`config.mk`:
```
export PLATFORM = sky130hd
export DESIGN_NAME = midi_top
export DESIGN_NICKNAME = d
export VERILOG_FILES = /design/src/rtl/midi_pkg.sv /design/src/rtl/midi_uart_rx.sv /design/src/rtl/midi_parser.sv /design/src/rtl/midi_note_tracker.sv /design/src/rtl/midi_top.sv
export VERILOG_INCLUDE_DIRS = /design/src /design/src/rtl
export SDC_FILE = /design/constraint.sdc
export NUM_CORES = 1
export LEC_CHECK = 0
export ABC_AREA = 1
export BUFFER_PORTS_ARGS = -buffer_cell sky130_fd_sc_hd__buf_2
export CELL_PAD_IN_SITES_DETAIL_PLACEMENT = 0
export CELL_PAD_IN_SITES_GLOBAL_PLACEMENT = 1
export CORE_ASPECT_RATIO = 0.6
export CORE_UTILIZATION = 40
export DETAILED_ROUTE_END_ITERATION = 16
export MAX_ROUTING_LAYER = met4
export PLACE_DENSITY = 0.84
export SLEW_MARGIN = 20
export SYNTH_ARGS = -nofsm -noshare
export SYNTH_HDL_FRONTEND = slang
export SYNTH_HIERARCHICAL = 1
export SYNTH_SLANG_ARGS = --single-unit
```
`constraint.sdc`:
```
create_clock -name clk -period 2.05 [get_ports clk]
set_input_delay 0.41 -clock clk [delete_from_list [all_inputs] [get_ports clk]]
set_output_delay 0.41 -clock clk [all_outputs]
set_load 0.02 [all_outputs]
```
`src/rtl/midi_macros.svh`:
```
`ifndef MIDI_MACROS_SVH
`define MIDI_MACROS_SVH

// ------------------------------------------------------------
// Channel voice status nibbles (upper half of a status byte)
// ------------------------------------------------------------
`define MIDI_STATUS_NOTE_OFF 4'h8
`define MIDI_STATUS_NOTE_ON 4'h9
`define MIDI_STATUS_CC 4'hB
`define MIDI_STATUS_PROG 4'hC

// Controller numbers
`define MIDI_CC_ALL_NOTES_OFF 7'd123

// Payload width of a data byte
`define MIDI_DATA_W 7

// 50 MHz clock at 31250 baud
`define MIDI_CLKS_PER_BIT 1600

`endif

```
`src/rtl/midi_pkg.sv`:
```
package midi_pkg;

    // Serial receiver states
    typedef enum logic [1:0] {
        rx_idle,
        rx_start,
        rx_data,
        rx_stop
    } rx_state_t;

    // Message parser states
    typedef enum logic [3:0] {
        st_recv,
        st_dispatch,
        st_recv_num,
        st_recv_vel,
        st_handle_note,
        st_recv_prog,
        st_handle_prog,
        st_recv_cc_num,
        st_recv_cc_val,
        st_handle_cc
    } parse_state_t;

    // Decoded kind of a channel status byte
    typedef enum logic [2:0] {
        kind_note_off,
        kind_note_on,
        kind_cc,
        kind_prog,
        kind_other
    } msg_kind_t;

endpackage

```
`src/rtl/midi_uart_rx.sv`:
```
`timescale 1ns/1ps
`include "midi_macros.svh"

module midi_uart_rx
    import midi_pkg::*;
#(
    parameter int CLKS_PER_BIT = `MIDI_CLKS_PER_BIT
) (
    input  logic       clk,
    input  logic       reset,
    input  logic       rx,
    output logic [7:0] data,
    output logic       dv
);

    localparam int CNT_W = (CLKS_PER_BIT > 2) ? $clog2(CLKS_PER_BIT) : 1;
    localparam logic [CNT_W-1:0] LAST_CNT = CNT_W'(CLKS_PER_BIT - 1);
    localparam logic [CNT_W-1:0] HALF_CNT = CNT_W'((CLKS_PER_BIT - 1) / 2);

    rx_state_t        state;
    logic             rx_meta;
    logic             rx_sync;
    logic [CNT_W-1:0] cnt;
    logic [2:0]       bit_idx;
    logic [7:0]       rx_shift;
    logic             bit_end;

    // ------------------------------------------------------------
    // Line synchronizer, idles high
    // ------------------------------------------------------------
    always_ff @(posedge clk) begin
        if (reset) begin
            rx_meta <= 1'b1;
            rx_sync <= 1'b1;
        end else begin
            rx_meta <= rx;
            rx_sync <= rx_meta;
        end
    end

    assign bit_end = (cnt == LAST_CNT);

    // ------------------------------------------------------------
    // Bit timing FSM
    // ------------------------------------------------------------
    always_ff @(posedge clk) begin
        if (reset) begin
            state   <= rx_idle;
            cnt     <= '0;
            bit_idx <= '0;
            dv      <= 1'b0;
        end else begin
            dv <= 1'b0;
            case (state)
                rx_idle: begin
                    cnt     <= '0;
                    bit_idx <= '0;
                    if (!rx_sync) begin
                        state <= rx_start;
                    end
                end
                rx_start: begin
                    // Start bit must still be low at mid-bit
                    if (cnt == HALF_CNT) begin
                        cnt   <= '0;
                        state <= rx_sync ? rx_idle : rx_data;
                    end else begin
                        cnt <= cnt + 1'b1;
                    end
                end
                rx_data: begin
                    if (bit_end) begin
                        cnt     <= '0;
                        bit_idx <= bit_idx + 3'd1;
                        if (bit_idx == 3'd7) begin
                            state <= rx_stop;
                        end
                    end else begin
                        cnt <= cnt + 1'b1;
                    end
                end
                rx_stop: begin
                    if (bit_end) begin
                        cnt   <= '0;
                        state <= rx_idle;
                        dv    <= rx_sync;   // framing error drops the byte
                    end else begin
                        cnt <= cnt + 1'b1;
                    end
                end
                default: state <= rx_idle;
            endcase
        end
    end

    // LSB arrives first
    always_ff @(posedge clk) begin
        if (state == rx_data && bit_end) begin
            rx_shift <= {rx_sync, rx_shift[7:1]};
        end
        if (state == rx_stop && bit_end && rx_sync) begin
            data <= rx_shift;
        end
    end

endmodule

```
`src/rtl/midi_parser.sv`:
```
`timescale 1ns/1ps
`include "midi_macros.svh"

module midi_parser
    import midi_pkg::*;
(
    input  logic       clk,
    input  logic       reset,
    input  logic [3:0] channel,
    input  logic [7:0] data,
    input  logic       dv,
    output logic [6:0] note_num,
    output logic [6:0] note_vel,
    output logic [6:0] program_num,
    output logic [6:0] cc_num,
    output logic [6:0] cc_val,
    output logic       note_on,
    output logic       note_off,
    output logic       cc_valid
);

    parse_state_t             state;
    parse_state_t             state_next;
    msg_kind_t                status_kind;
    logic [7:0]               status_buf;
    logic [`MIDI_DATA_W-1:0]  num_buf;
    logic [`MIDI_DATA_W-1:0]  vel_buf;
    logic [`MIDI_DATA_W-1:0]  prog_buf;
    logic [`MIDI_DATA_W-1:0]  cc_num_buf;
    logic [`MIDI_DATA_W-1:0]  cc_val_buf;
    logic                     status_byte;
    logic                     data_byte;
    logic                     receiving;
    logic                     channel_hit;
    logic                     note_on_in;
    logic                     note_off_in;

    function automatic msg_kind_t decode_kind(input logic [3:0] nibble);
        case (nibble)
            `MIDI_STATUS_NOTE_OFF: return kind_note_off;
            `MIDI_STATUS_NOTE_ON:  return kind_note_on;
            `MIDI_STATUS_CC:       return kind_cc;
            `MIDI_STATUS_PROG:     return kind_prog;
            default:               return kind_other;
        endcase
    endfunction

    assign status_byte = dv && data[7];
    assign data_byte   = dv && !data[7];
    assign status_kind = decode_kind(status_buf[7:4]);
    assign channel_hit = (status_buf[3:0] == channel);
    assign receiving   = state inside {st_recv, st_recv_num, st_recv_vel, st_recv_prog,
                                       st_recv_cc_num, st_recv_cc_val};

    // ------------------------------------------------------------
    // Message FSM
    // ------------------------------------------------------------
    always_ff @(posedge clk) begin
        if (reset) begin
            state <= st_recv;
        end else begin
            state <= state_next;
        end
    end

    always_comb begin
        state_next = state;
        // A status byte always restarts the message
        if (receiving && status_byte) begin
            state_next = st_dispatch;
        end else begin
            case (state)
                st_dispatch: begin
                    state_next = st_recv;
                    if (channel_hit) begin
                        case (status_kind)
                            kind_note_off, kind_note_on: state_next = st_recv_num;
                            kind_prog:                   state_next = st_recv_prog;
                            kind_cc:                     state_next = st_recv_cc_num;
                            default:                     state_next = st_recv;
                        endcase
                    end
                end
                st_recv_num:    if (data_byte) state_next = st_recv_vel;
                st_recv_vel:    if (data_byte) state_next = st_handle_note;
                st_recv_prog:   if (data_byte) state_next = st_handle_prog;
                st_recv_cc_num: if (data_byte) state_next = st_recv_cc_val;
                st_recv_cc_val: if (data_byte) state_next = st_handle_cc;
                st_handle_note, st_handle_prog, st_handle_cc: state_next = st_recv;
                default:        state_next = state;
            endcase
        end
    end

    // ------------------------------------------------------------
    // Status and data buffers
    // ------------------------------------------------------------
    always_ff @(posedge clk) begin
        if (reset) begin
            status_buf <= '0;
            num_buf    <= '0;
            vel_buf    <= '0;
            prog_buf   <= '0;
            cc_num_buf <= '0;
            cc_val_buf <= '0;
        end else begin
            if (receiving && status_byte) status_buf <= data;
            if (state == st_recv_num && data_byte) num_buf <= data[6:0];
            if (state == st_recv_vel && data_byte) vel_buf <= data[6:0];
            if (state == st_recv_prog && data_byte) prog_buf <= data[6:0];
            if (state == st_recv_cc_num && data_byte) cc_num_buf <= data[6:0];
            if (state == st_recv_cc_val && data_byte) cc_val_buf <= data[6:0];
        end
    end

    // Note-on with zero velocity counts as note-off
    assign note_off_in = (state == st_handle_note) &&
                         (status_kind == kind_note_off || vel_buf == '0);
    assign note_on_in  = (state == st_handle_note) &&
                         (status_kind == kind_note_on) && (vel_buf != '0);

    // ------------------------------------------------------------
    // Registered event outputs
    // ------------------------------------------------------------
    always_ff @(posedge clk) begin
        if (reset) begin
            note_on     <= 1'b0;
            note_off    <= 1'b0;
            cc_valid    <= 1'b0;
            note_num    <= '0;
            note_vel    <= '0;
            program_num <= '0;
            cc_num      <= '0;
            cc_val      <= '0;
        end else begin
            note_on  <= note_on_in;
            note_off <= note_off_in;
            cc_valid <= (state == st_handle_cc);
            if (state == st_handle_note) begin
                note_num <= num_buf;
                note_vel <= vel_buf;
            end
            if (state == st_handle_prog) program_num <= prog_buf;
            if (state == st_handle_cc) begin
                cc_num <= cc_num_buf;
                cc_val <= cc_val_buf;
            end
        end
    end

endmodule

```
`src/rtl/midi_note_tracker.sv`:
```
`timescale 1ns/1ps
`include "midi_macros.svh"

module midi_note_tracker
    import midi_pkg::*;
(
    input  logic       clk,
    input  logic       reset,
    input  logic [6:0] note_num,
    input  logic       note_on,
    input  logic       note_off,
    input  logic [6:0] cc_num,
    input  logic       cc_valid,
    output logic       gate,
    output logic [7:0] held_count
);

    localparam int KEYS = 1 << `MIDI_DATA_W;

    logic [KEYS-1:0] held;
    logic [7:0]      count_next;
    logic            key_held;
    msg_kind_t       event_kind;

    assign key_held = held[note_num];

    // ------------------------------------------------------------
    // Classify the incoming event
    // ------------------------------------------------------------
    always_comb begin
        if (note_on) begin
            event_kind = kind_note_on;
        end else if (note_off) begin
            event_kind = kind_note_off;
        end else if (cc_valid && cc_num == `MIDI_CC_ALL_NOTES_OFF) begin
            event_kind = kind_cc;
        end else begin
            event_kind = kind_other;
        end
    end

    // Count moves only when the key actually changes state
    always_comb begin
        count_next = held_count;
        case (event_kind)
            kind_note_on: begin
                if (!key_held) count_next = held_count + 8'd1;
            end
            kind_note_off: begin
                if (key_held) count_next = held_count - 8'd1;
            end
            kind_cc: count_next = 8'd0;
            default: count_next = held_count;
        endcase
    end

    // ------------------------------------------------------------
    // Held set, count and gate
    // ------------------------------------------------------------
    always_ff @(posedge clk) begin
        if (reset) begin
            held       <= '0;
            held_count <= 8'd0;
            gate       <= 1'b0;
        end else begin
            case (event_kind)
                kind_note_on:  held[note_num] <= 1'b1;
                kind_note_off: held[note_num] <= 1'b0;
                kind_cc:       held <= '0;
                default:       held <= held;
            endcase
            held_count <= count_next;
            gate       <= (count_next != 8'd0);
        end
    end

endmodule

```
`src/rtl/midi_top.sv`:
```
`timescale 1ns/1ps
`include "midi_macros.svh"

module midi_top #(
    parameter int CLKS_PER_BIT = `MIDI_CLKS_PER_BIT
) (
    input  logic       clk,
    input  logic       reset,
    input  logic       rx,
    input  logic [3:0] channel,
    output logic [6:0] note_num,
    output logic [6:0] note_vel,
    output logic [6:0] program_num,
    output logic [6:0] cc_num,
    output logic [6:0] cc_val,
    output logic       note_on,
    output logic       note_off,
    output logic       cc_valid,
    output logic       gate,
    output logic [7:0] held_count
);

    logic [7:0] rx_data;
    logic       rx_dv;

    midi_uart_rx #(
        .CLKS_PER_BIT(CLKS_PER_BIT)
    ) u_rx (
        .clk   (clk),
        .reset (reset),
        .rx    (rx),
        .data  (rx_data),
        .dv    (rx_dv)
    );

    midi_parser u_parser (
        .clk         (clk),
        .reset       (reset),
        .channel     (channel),
        .data        (rx_data),
        .dv          (rx_dv),
        .note_num    (note_num),
        .note_vel    (note_vel),
        .program_num (program_num),
        .cc_num      (cc_num),
        .cc_val      (cc_val),
        .note_on     (note_on),
        .note_off    (note_off),
        .cc_valid    (cc_valid)
    );

    midi_note_tracker u_tracker (
        .clk        (clk),
        .reset      (reset),
        .note_num   (note_num),
        .note_on    (note_on),
        .note_off   (note_off),
        .cc_num     (cc_num),
        .cc_valid   (cc_valid),
        .gate       (gate),
        .held_count (held_count)
    );

endmodule

```
## After elaboration in Yosys (flattened, before gate mapping)

Cells that the tools add are included.

- Input port bits: 7
- Bits in registers: 257
- Word-level logic and storage cells: 151

- Reductions and logical operators: 39
- Equality and inequality tests: 41
- Bitwise logic cells: 5
- Add/subtract/negate cells: 4
- Magnitude comparators: 2
- Multiplexer cells: 33

Operators by type and width:

| cell | count |
|---|---|
| case mux 128 bit (3 select lines) | 1 |
| bitwise AND 128 bit | 1 |
| inverter 128 bit | 1 |
| bitwise OR 128 bit | 1 |
| case mux 11 bit (3 select lines) | 1 |
| case mux 4 bit (7 select lines) | 1 |
| == test 4 bit (second input constant) | 6 |
| two-way mux 4 bit | 6 |
| case mux 8 bit (3 select lines) | 1 |
| two-way mux 11 bit | 2 |
| inequality test 2 x 1 -> 1 bit (second input constant) | 9 |
| == test 4 x 3 -> 1 bit (second input constant) | 4 |
| logical AND 1 bit | 16 |
| two-way mux 8 bit | 2 |
| nonzero test 8 bit | 2 |
| nonzero test 7 bit | 2 |
| two-way mux 2 bit | 6 |
| two-way mux 3 bit | 4 |
| case mux 3 bit (4 select lines) | 1 |
| AND reduction 6 bit | 2 |
| adder 11 x 1 -> 11 bit (second input constant) | 1 |
| == test 11 x 10 -> 1 bit (second input constant) | 1 |
| == test 11 bit (second input constant) | 1 |
| == test 3 x 2 -> 1 bit (second input constant) | 3 |
| 36 further kinds | 49 |

## Depth between registers and ports, before layout

Gate-level depths: netlist (run 1).

- Depth after elaboration: 8
- Mapped depth: 22
- Gate-level depth less buffers: 19

## Modules after synthesis

Netlist (run 1), hierarchy kept.

By module, submodules not included:

| module | seq. area each (um^2) | instances | area each (um^2) | cells each |
|---|---|---|---|---|
| midi_note_tracker | 2742.6 | 1 | 8371.8 | 1384 |
| midi_parser | 1701.6 | 1 | 3286.9 | 434 |
| midi_uart_rx | 860.8 | 1 | 1387.6 | 129 |

## Worst setup path before layout (run 1)

No wires, ideal clock.

- Path type: register -> register
- From: reg u_parser.note_num[0]
- To: reg u_tracker.gate
- Buffers on the path: 3
- Path slack: -0.220 ns
- Cell stages (with the launch flop): 19
- Data arrival time: 2.142 ns
- Cells stage by stage: dfxtp_1 buf_6 buf_2 nand2_1 nand3_1 nand2_1 o21ai_0 nand2_1 o21ai_1 nand2_1 nor2_4 buf_6 nand3_1 nand2_1 nand2_1 nor2_1 nand3_1 nor2_1 nor2_1

- Longest elaborated chain between the ends: 5

RTL lines:

| what | RTL line | source |
|---|---|---|
| from (decl) | midi_parser.sv:12 | `output logic [6:0] note_num,` |
| from (signal assigned) | midi_parser.sv:140 | `note_num <= num_buf;` |
| binary-select mux 1 bit (select 7 bit) (*) | midi_note_tracker.sv:25 | `assign key_held = held[note_num];` |
| two-way mux 1 bit (not written as such) (*) | midi_note_tracker.sv:25 |  |
| two-way mux 8 bit (on tied branches) | midi_note_tracker.sv:50, midi_note_tracker.sv:47 |  |
| case mux 8 bit (3 select lines) (*) | midi_note_tracker.sv:45 | `case (event_kind)` |
| nonzero test 8 bit (*) | midi_note_tracker.sv:73 | `gate <= (count_next != 8'd0);` |
| to (signal assigned) | midi_note_tracker.sv:73 |  |
| to (decl) | midi_note_tracker.sv:14 | `output logic gate,` |

Every way passes the cells marked *; elsewhere a longest branch is shown, timed or not. The select of a mux whose other input is x is not followed.
A chain may end at the register's enable or synchronous reset.

## Worst setup path in the final report (run 1)

- From: reg u_parser.note_num[0]
- To: reg u_tracker.held_count[6]

- Longest elaborated chain between the ends: 4

RTL lines:

| what | RTL line | source |
|---|---|---|
| binary-select mux 1 bit (select 7 bit) (*) | midi_note_tracker.sv:25 |  |
| two-way mux 1 bit (not written as such) (*) | midi_note_tracker.sv:25 |  |
| two-way mux 8 bit (on tied branches) | midi_note_tracker.sv:50, midi_note_tracker.sv:47 |  |
| case mux 8 bit (3 select lines) (*) | midi_note_tracker.sv:45 |  |
| to (signal assigned) | midi_note_tracker.sv:72 | `held_count <= count_next;` |
| to (decl) | midi_note_tracker.sv:15 | `output logic [7:0] held_count` |

Marks and branches as above.

==> impl_metrics.yaml, run 1 <==
power:
  powerDensity_mw_per_mm2: 835
  p_leak_nw: 6.83
  ir_drop_uv: 613
  total_power_mw: 13.7
worst_setup_path:
  r2r_cells: 18
  critPathSlowestCell: "dfxtp_4"
  crit_path_frequent_cell: "nand2_1"
  cp_max_fo: 8
  crit_path_max_incr_delay_ns: 0.38
  cp.arrival_ns: 3.07
  critPathCaptureType: "register"
  worstSetupPathType: "register to register"
  path_cells: "buf_12 > clkbuf_16 > nor2_4 > nand3b_1 > nand2_1 > o21ai_2 > nand2_1 > o21ai_2 > nand2_2 > nor2_4 > clkbuf_16 > nand2_1 > nand3_1 > nand3_2 > buf_4 > buf_4 > nand2_1 > inv_1"
  critPathLaunchType: "register"
  crit_required_ns: 2.49
global_routing:
  antenna_found_initial: 0
  grt.total_usage: 0.257
  grt-ovfl-total: 0
  grt_first_pass_wirelength_mm: 66.2
  grt_max_degree: 88
  grt_pass1_vias: 11806
place:
  gp_congestion: 0.939
  dp_cells: 2458
  port_buffers: 53
  dp_hpwl_mm: 28.8
  dpl_cell_area_sq_mm: 0.0147
floorplan:
  die_area_sq_mm: 0.0334
  placementRows: 50
  core_sq_mm: 0.0317
  die_x_um: 235
  die_h_um: 142
  start_util: 0.412
  ios: 54
synth:
  yosysSeqAreaShare: 0.407
  syn_avg_cell_area_sq_um: 6.70
  syn_area_sq_mm: 0.0130
  ys_types: 44
  ys_warn_count: 6
  syn_inst: 1947
  syn_nets: 1959
  synth_seq_cells: 257
drt:
  wirelength_mm: 44.0
  avgViaCountPerCell: 5.35
  wl_per_cell_um: 17.4
  drtPass1Iterations: 6
  drtAntennaViolNets: 0
  drc_errors: 0
  vias: 13529
  drt_iter0_markers: 1371
sta:
  max_slew.worst_pin.slew_ns: 0.535
  rsz0062_at_grt: "yes"
  fmax_ghz: 0.380
  drv_slew: 0
  setup_violations: 9
  fin_skew_ns: 0.0169
  finalSetupTns_ns: -4.02
  fin_crit_ns: 2.63
  max-slew-margin-rel: 0.641
  worst_slack_ns: -0.584
  period_share: 1.28
  hold_violations: 0
status:
  status: "finished with violations"
  violations: "negative setup slack"
cts:
  clkTransAtPathRegs_ns: 0.07
  cts_buffer_depth: 3
  root_buffer: "clkbuf_16"
  clk_latency_ns: 0.55
  cts_hold_buf: 0
  cts.sinks: 257
  htreeDepth: 1
  tritoncts: "done"
  cts_buffers: 25
layout:
  stdcell_area_sq_mm: 0.0164
  finalNonFillerCells: 2529
  fin_util: 0.518
  nNetsFinal: 2106
  diodes: 0
  syn_to_final_growth_pct: 25.6
  fillers: 3045
  drive_above_1_share: 0.182
run:
  maxCapViolCount: 0
min_path:
  whs_path_depth: 2
  holdCritPathClass: "primary input to register"
==> sequential cells by signal, summed over array words and instances (netlist names), 3 cells and up, named ones only <==
name	count
u_parser/note_vel	7
u_parser/note_num	7
u_parser/cc_val	7
u_tracker/held_count	8
u_tracker/held	128
u_rx/rx_shift	8
u_parser/state	4
u_parser/status_buf	8
u_rx/bit_idx	3
u_parser/num_buf	7
u_rx/data	8
u_parser/cc_num_buf	7
u_parser/cc_val_buf	7
u_rx/cnt	11
u_parser/cc_num	7
u_parser/vel_buf	7
u_parser/program_num	7
u_parser/prog_buf	7
==> Yosys cell counts (all sizes together) <==
master | count | share of area
nor3 | 8 | 0.0038
a21oi | 140 | 0.055
o221ai | 1 | 0.00067
o211ai | 2 | 0.0015
inv | 234 | 0.067
dfxtp | 241 | 0.37
edfxtp | 16 | 0.037
buf | 40 | 0.021
nand2 | 438 | 0.13
nor3b | 5 | 0.0044
nand3b | 2 | 0.0012
ha | 5 | 0.0048
xnor2 | 4 | 0.0027
nand4 | 5 | 0.0024
or2 | 3 | 0.0014
o21bai | 1 | 0.00058
nor4 | 1 | 0.00048
and2 | 1 | 0.00048
o21ai | 199 | 0.076
nand3 | 124 | 0.050
a211oi | 47 | 0.027
nor2 | 302 | 0.092
clkbuf | 66 | 0.020
a31oi | 47 | 0.023
xor2 | 11 | 0.0074
clkinv | 4 | 0.0015
==> path summary, 6_finish.rpt <==
path / from / endpoint / slack (ns)
setup / recovery: u_parser/note_num[0]$_SDFFE_PP0P_ / u_tracker/held_count[6]$_SDFF_PP0_ / -0.58
hold / removal: rx / u_rx/rx_meta$_SDFF_PP1_ / 0.04
setup reg to reg: u_parser/note_num[0]$_SDFFE_PP0P_ / u_tracker/held_count[6]$_SDFF_PP0_ / -0.58
hold reg to reg: u_rx/rx_meta$_SDFF_PP1_ / u_rx/rx_sync$_SDFF_PP1_ / 0.41
==> what timing repair did <==
action,4_1_cts,5_1_grt
buffers inserted,0,14
cloned,1,10
setup endpoints to repair,9,107
resized for setup,8,93
pin swaps,0,49
==> cell usage in the layout (no fill, tap or decap), types with 7 or more instances in the layout <==
master / netlist / layout
a31oi_1: 47 / 47
xor2_1: 11 / 11
o21ai_1: 11 / 8
inv_1: 227 / 222
buf_6: 13 / 7
buf_2: 16 / 52
nor2_2: 7 / 13
nand2_1: 430 / 412
a211oi_1: 47 / 42
nor2_4: 7 / 10
o21ai_0: 188 / 184
nand2_2: 4 / 21
nand3_2: 3 / 20
edfxtp_1: 16 / 16
clkbuf_16: 0 / 33
a21oi_1: 138 / 136
nand3_1: 120 / 103
buf_4: 2 / 126
buf_12: 0 / 26
dfxtp_1: 241 / 237
o21ai_2: 0 / 7
inv_2: 7 / 11
nor2_1: 288 / 279
==> routing by layer <==
| layer | GRT usage | vias to the layer above | share of wire |
|---|---|---|---|
| met1 | 0.397 | 6311 | 0.50 |
| met2 | 0.346 | 582 | 0.39 |
| met5 | - | - | 0 |
| met3 | 0.0420 | 60 | 0.10 |
| met4 | 0.0422 | 0 | 0.014 |
| li1 | - | 6576 | - |
==> cell type report <==
class / count / area, sq um / share of cell area
Clock inverter: 19 / 272 / 0.0166
Timing Repair inverter: 2 / 32.5 / 0.00199
Tap cell: 416 / 520 / 0.0318
Inverter: 238 / 920 / 0.0561
Sequential cell: 257 / 5320 / 0.325
Clock buffer: 27 / 653 / 0.0399
Timing Repair Buffer: 224 / 2120 / 0.129
Multi-Input combinational cell: 1346 / 6550 / 0.400
==> cell families (layout without fill, tap and decap cells) <==
kind of cell	after synthesis	in the layout	share of synthesized area
fa+ha+maj	5	5	0.00480
compound gates	437	437	0.184
buf+inv	344	510	0.110
xor+xnor	15	15	0.0101
simple gates	889	889	0.285
flops	257	257	0.407
==> critical path: cells and delay by family (launching register included) <==
family	cells	cell delay (ns)
buffers and inverters	6	0.84
and+or+nand+nor	10	0.92
AOI/OAI and AO/OA	2	0.37
DFF	1	0.38
==> where the power goes <==
group | internal (mW) | switching [mW]
registers | 5.11 | 0.0849
logic | 1.18 | 2.06
clock network | 3.09 | 2.16
total | 9.38 | 4.30
==> per-stage QoR <==
| stage | hold WS (ns) | setup WS, ns |
|---|---|---|
| after floorplan | 0.389 | -0.0900 |
| after global placement | 0.398 | -0.578 |
| after detailed placement | 0.399 | -0.619 |
| after CTS | 0.0288 | -0.495 |
| after global routing | 0.0520 | -0.701 |
| final | 0.0416 | -0.584 |
Note: power is estimated with default switching activity, not from simulation.
==> inputs of run 2 (changes only) <==
--- a/config.mk
+++ b/config.mk
@@ -11,6 +11,7 @@
 export CELL_PAD_IN_SITES_DETAIL_PLACEMENT = 0
 export CELL_PAD_IN_SITES_GLOBAL_PLACEMENT = 1
 export CORE_ASPECT_RATIO = 0.6
+export CORE_MARGIN = 2
 export CORE_UTILIZATION = 40
 export DETAILED_ROUTE_END_ITERATION = 16
 export MAX_ROUTING_LAYER = met4
==> run 2 against run 1 <==
Net effect: the flow still finishes with violations (negative setup slack); sequential cell count stayed put; largest cell class unchanged; highest routed layer unchanged; count of clock-buffer cells in the layout unchanged; critical path depth stayed put; sequential share of layout area up 0.17 points; clock power up 4.4%; hold slack hardly changed; die area increased by 2.3%; non-clock buffer count decreased by 15; critical path type unchanged; setup slack gained 0.13 ns; maximum frequency increased by 5.4%; global-route usage is 0.10 points lower; largest power group unchanged; power grew 1.4%.
==> impl_metrics.yaml, run 2 (synthesis gave the netlist of run 1 again) <==
global_routing:
  grt_max_degree: 85
  antenna_found_initial: 0
  grt_pass1_vias: 12034
  grt.total_usage: 0.256
  grt-ovfl-total: 0
  grt_first_pass_wirelength_mm: 67.3
cts:
  cts_buffer_depth: 3
  clkTransAtPathRegs_ns: 0.07
  clk_latency_ns: 0.56
  cts_hold_buf: 0
  cts_buffers: 26
  tritoncts: "done"
  root_buffer: "clkbuf_16"
  cts.sinks: 257
  htreeDepth: 1
drt:
  drt_iter0_markers: 1383
  drc_errors: 0
  wl_per_cell_um: 17.3
  drtPass1Iterations: 5
  drt-met1-wl_mm: 20.7
  met2_length_mm: 17.5
  drtAntennaViolNets: 0
  avgViaCountPerCell: 5.33
  wl_met3_mm: 4.49
  wirelength_mm: 43.7
  dr.max_layer_used: "met4"
  vias: 13476
status:
  status: "finished with violations"
  violations: "negative setup slack"
floorplan:
  start_util: 0.404
  die_x_um: 237
  placementRows: 51
  core_sq_mm: 0.0323
  ios: 54
  die_h_um: 144
  die_area_sq_mm: 0.0341
layout:
  largest_registers: "u_tracker/held x128, u_rx/cnt x11"
  syn_to_final_growth_pct: 24.8
  diodes: 0
  largest_register: "u_tracker/held"
  largest_reg_flops: 128
  stdcell_area_sq_mm: 0.0163
  drive_above_1_share: 0.171
  final_common_cell: "nand2_1"
  nNetsFinal: 2094
  mostFrequentLayoutCells: "nand2_1 (419), nor2_1 (274), dfxtp_1 (237)"
power:
  powerDensity_mw_per_mm2: 852
  ir_drop_uv: 547
  p_leak_nw: 6.76
worst_setup_path:
  critPathLaunchType: "register"
  cp.arrival_ns: 2.93
  cp_max_fo: 17
  critPathCaptureType: "register"
  worstSetupPathType: "register to register"
  r2r_setup_slack_ns: -0.45
  crit_required_ns: 2.48
sta:
  hold_violations: 0
  fin_skew_ns: 0.0149
  fin_crit_ns: 2.50
  drv_slew: 0
  fmax_ghz: 0.400
  finalSetupTns_ns: -2.76
  max-slew-margin-rel: 0.656
  worst_slack_ns: -0.450
  setup_violations: 9
  rsz0062_at_grt: "yes"
  period_share: 1.22
  max_slew.worst_pin.slew_ns: 0.515
min_path:
  holdCritPathClass: "primary input to register"
place:
  dp_hpwl_mm: 27.8
  gp_congestion: 0.913
  port_buffers: 53
  dpl_cell_area_sq_mm: 0.0147
run:
  maxCapViolCount: 0
==> run 2: layer usage <==
| layer | GRT usage | vias to the layer above |
|---|---|---|
| li1 | - | 6549 |
| met1 | 0.373 | 6283 |
| met2 | 0.357 | 573 |
| met3 | 0.0572 | 71 |
| met4 | 0.0583 | 0 |
| met5 | - | - |
==> run 2: critical path, cell delays in order (launching register included) <==
cell and delay (ns):
dfxtp_4 0.41, buf_12 0.15, buf_4 0.13, nand2_1 0.07, nand3_1 0.12, nand2_2 0.09, o21ai_4 0.23, nand2_2 0.08
o21ai_1 0.16, nand2_2 0.08, nor2_4 0.12, buf_12 0.15, nand2_1 0.06, nand3_1 0.10, nand3_2 0.10, nor2_2 0.12
nand2_1 0.06, nor2_1 0.10, nor2_1 0.04
==> run 2: timing repair <==
item | 4_1_cts | 5_1_grt
endpoints found under the setup margin | 27 | 135
setup buffers | 4 | 5
cloned | 5 | 6
pin swaps | 7 | 13
resized for setup | 25 | 56
==> run 2: power by group <==
part / total [mW] / leakage, nW / internal, mW / switching, mW
Clock: 5.48 / 0.458 / 3.21 / 2.27
Sequential: 5.21 / 2.09 / 5.11 / 0.0978
Combinational: 3.19 / 4.22 / 1.14 / 2.05
Total: 13.9 / 6.76 / 9.46 / 4.42
==> run 2: path summary, 6_finish.rpt <==
kind | start | end | cells past startpoint
hold / removal | rx | u_rx/rx_meta$_SDFF_PP1_ | 2
setup reg to reg | u_parser/note_num[0]$_SDFFE_PP0P_ | u_tracker/gate$_SDFF_PP0_ | 18
hold reg to reg | u_rx/rx_meta$_SDFF_PP1_ | u_rx/rx_sync$_SDFF_PP1_ | 1
setup / recovery | u_parser/note_num[0]$_SDFFE_PP0P_ | u_tracker/gate$_SDFF_PP0_ | 18
==> run 2: area by class of cell <==
type,count,area (sq um)
Clock buffer,27,676
Timing Repair inverter,3,37.5
Timing Repair Buffer,209,2000
Multi-Input combinational cell,1347,6490
Inverter,238,931
Clock inverter,21,303
Sequential cell,257,5310
Tap cell,424,531
Fill cell,3187,16000
==> run 2: through the flow <==
stage	power (mW)	worst slack, ns	util	hold slack (ns)	std cells
final	13.9	-0.450	0.504	0.0415	2526
after global routing	14.4	-0.595	0.504	0.0288	2526
after floorplan	6.88	-0.0900	-	0.389	1947
after CTS	13.7	-0.378	0.494	0.0281	2515
after global placement	8.04	-0.418	0.456	0.395	2458
after detailed placement	8.06	-0.430	0.456	0.413	2458
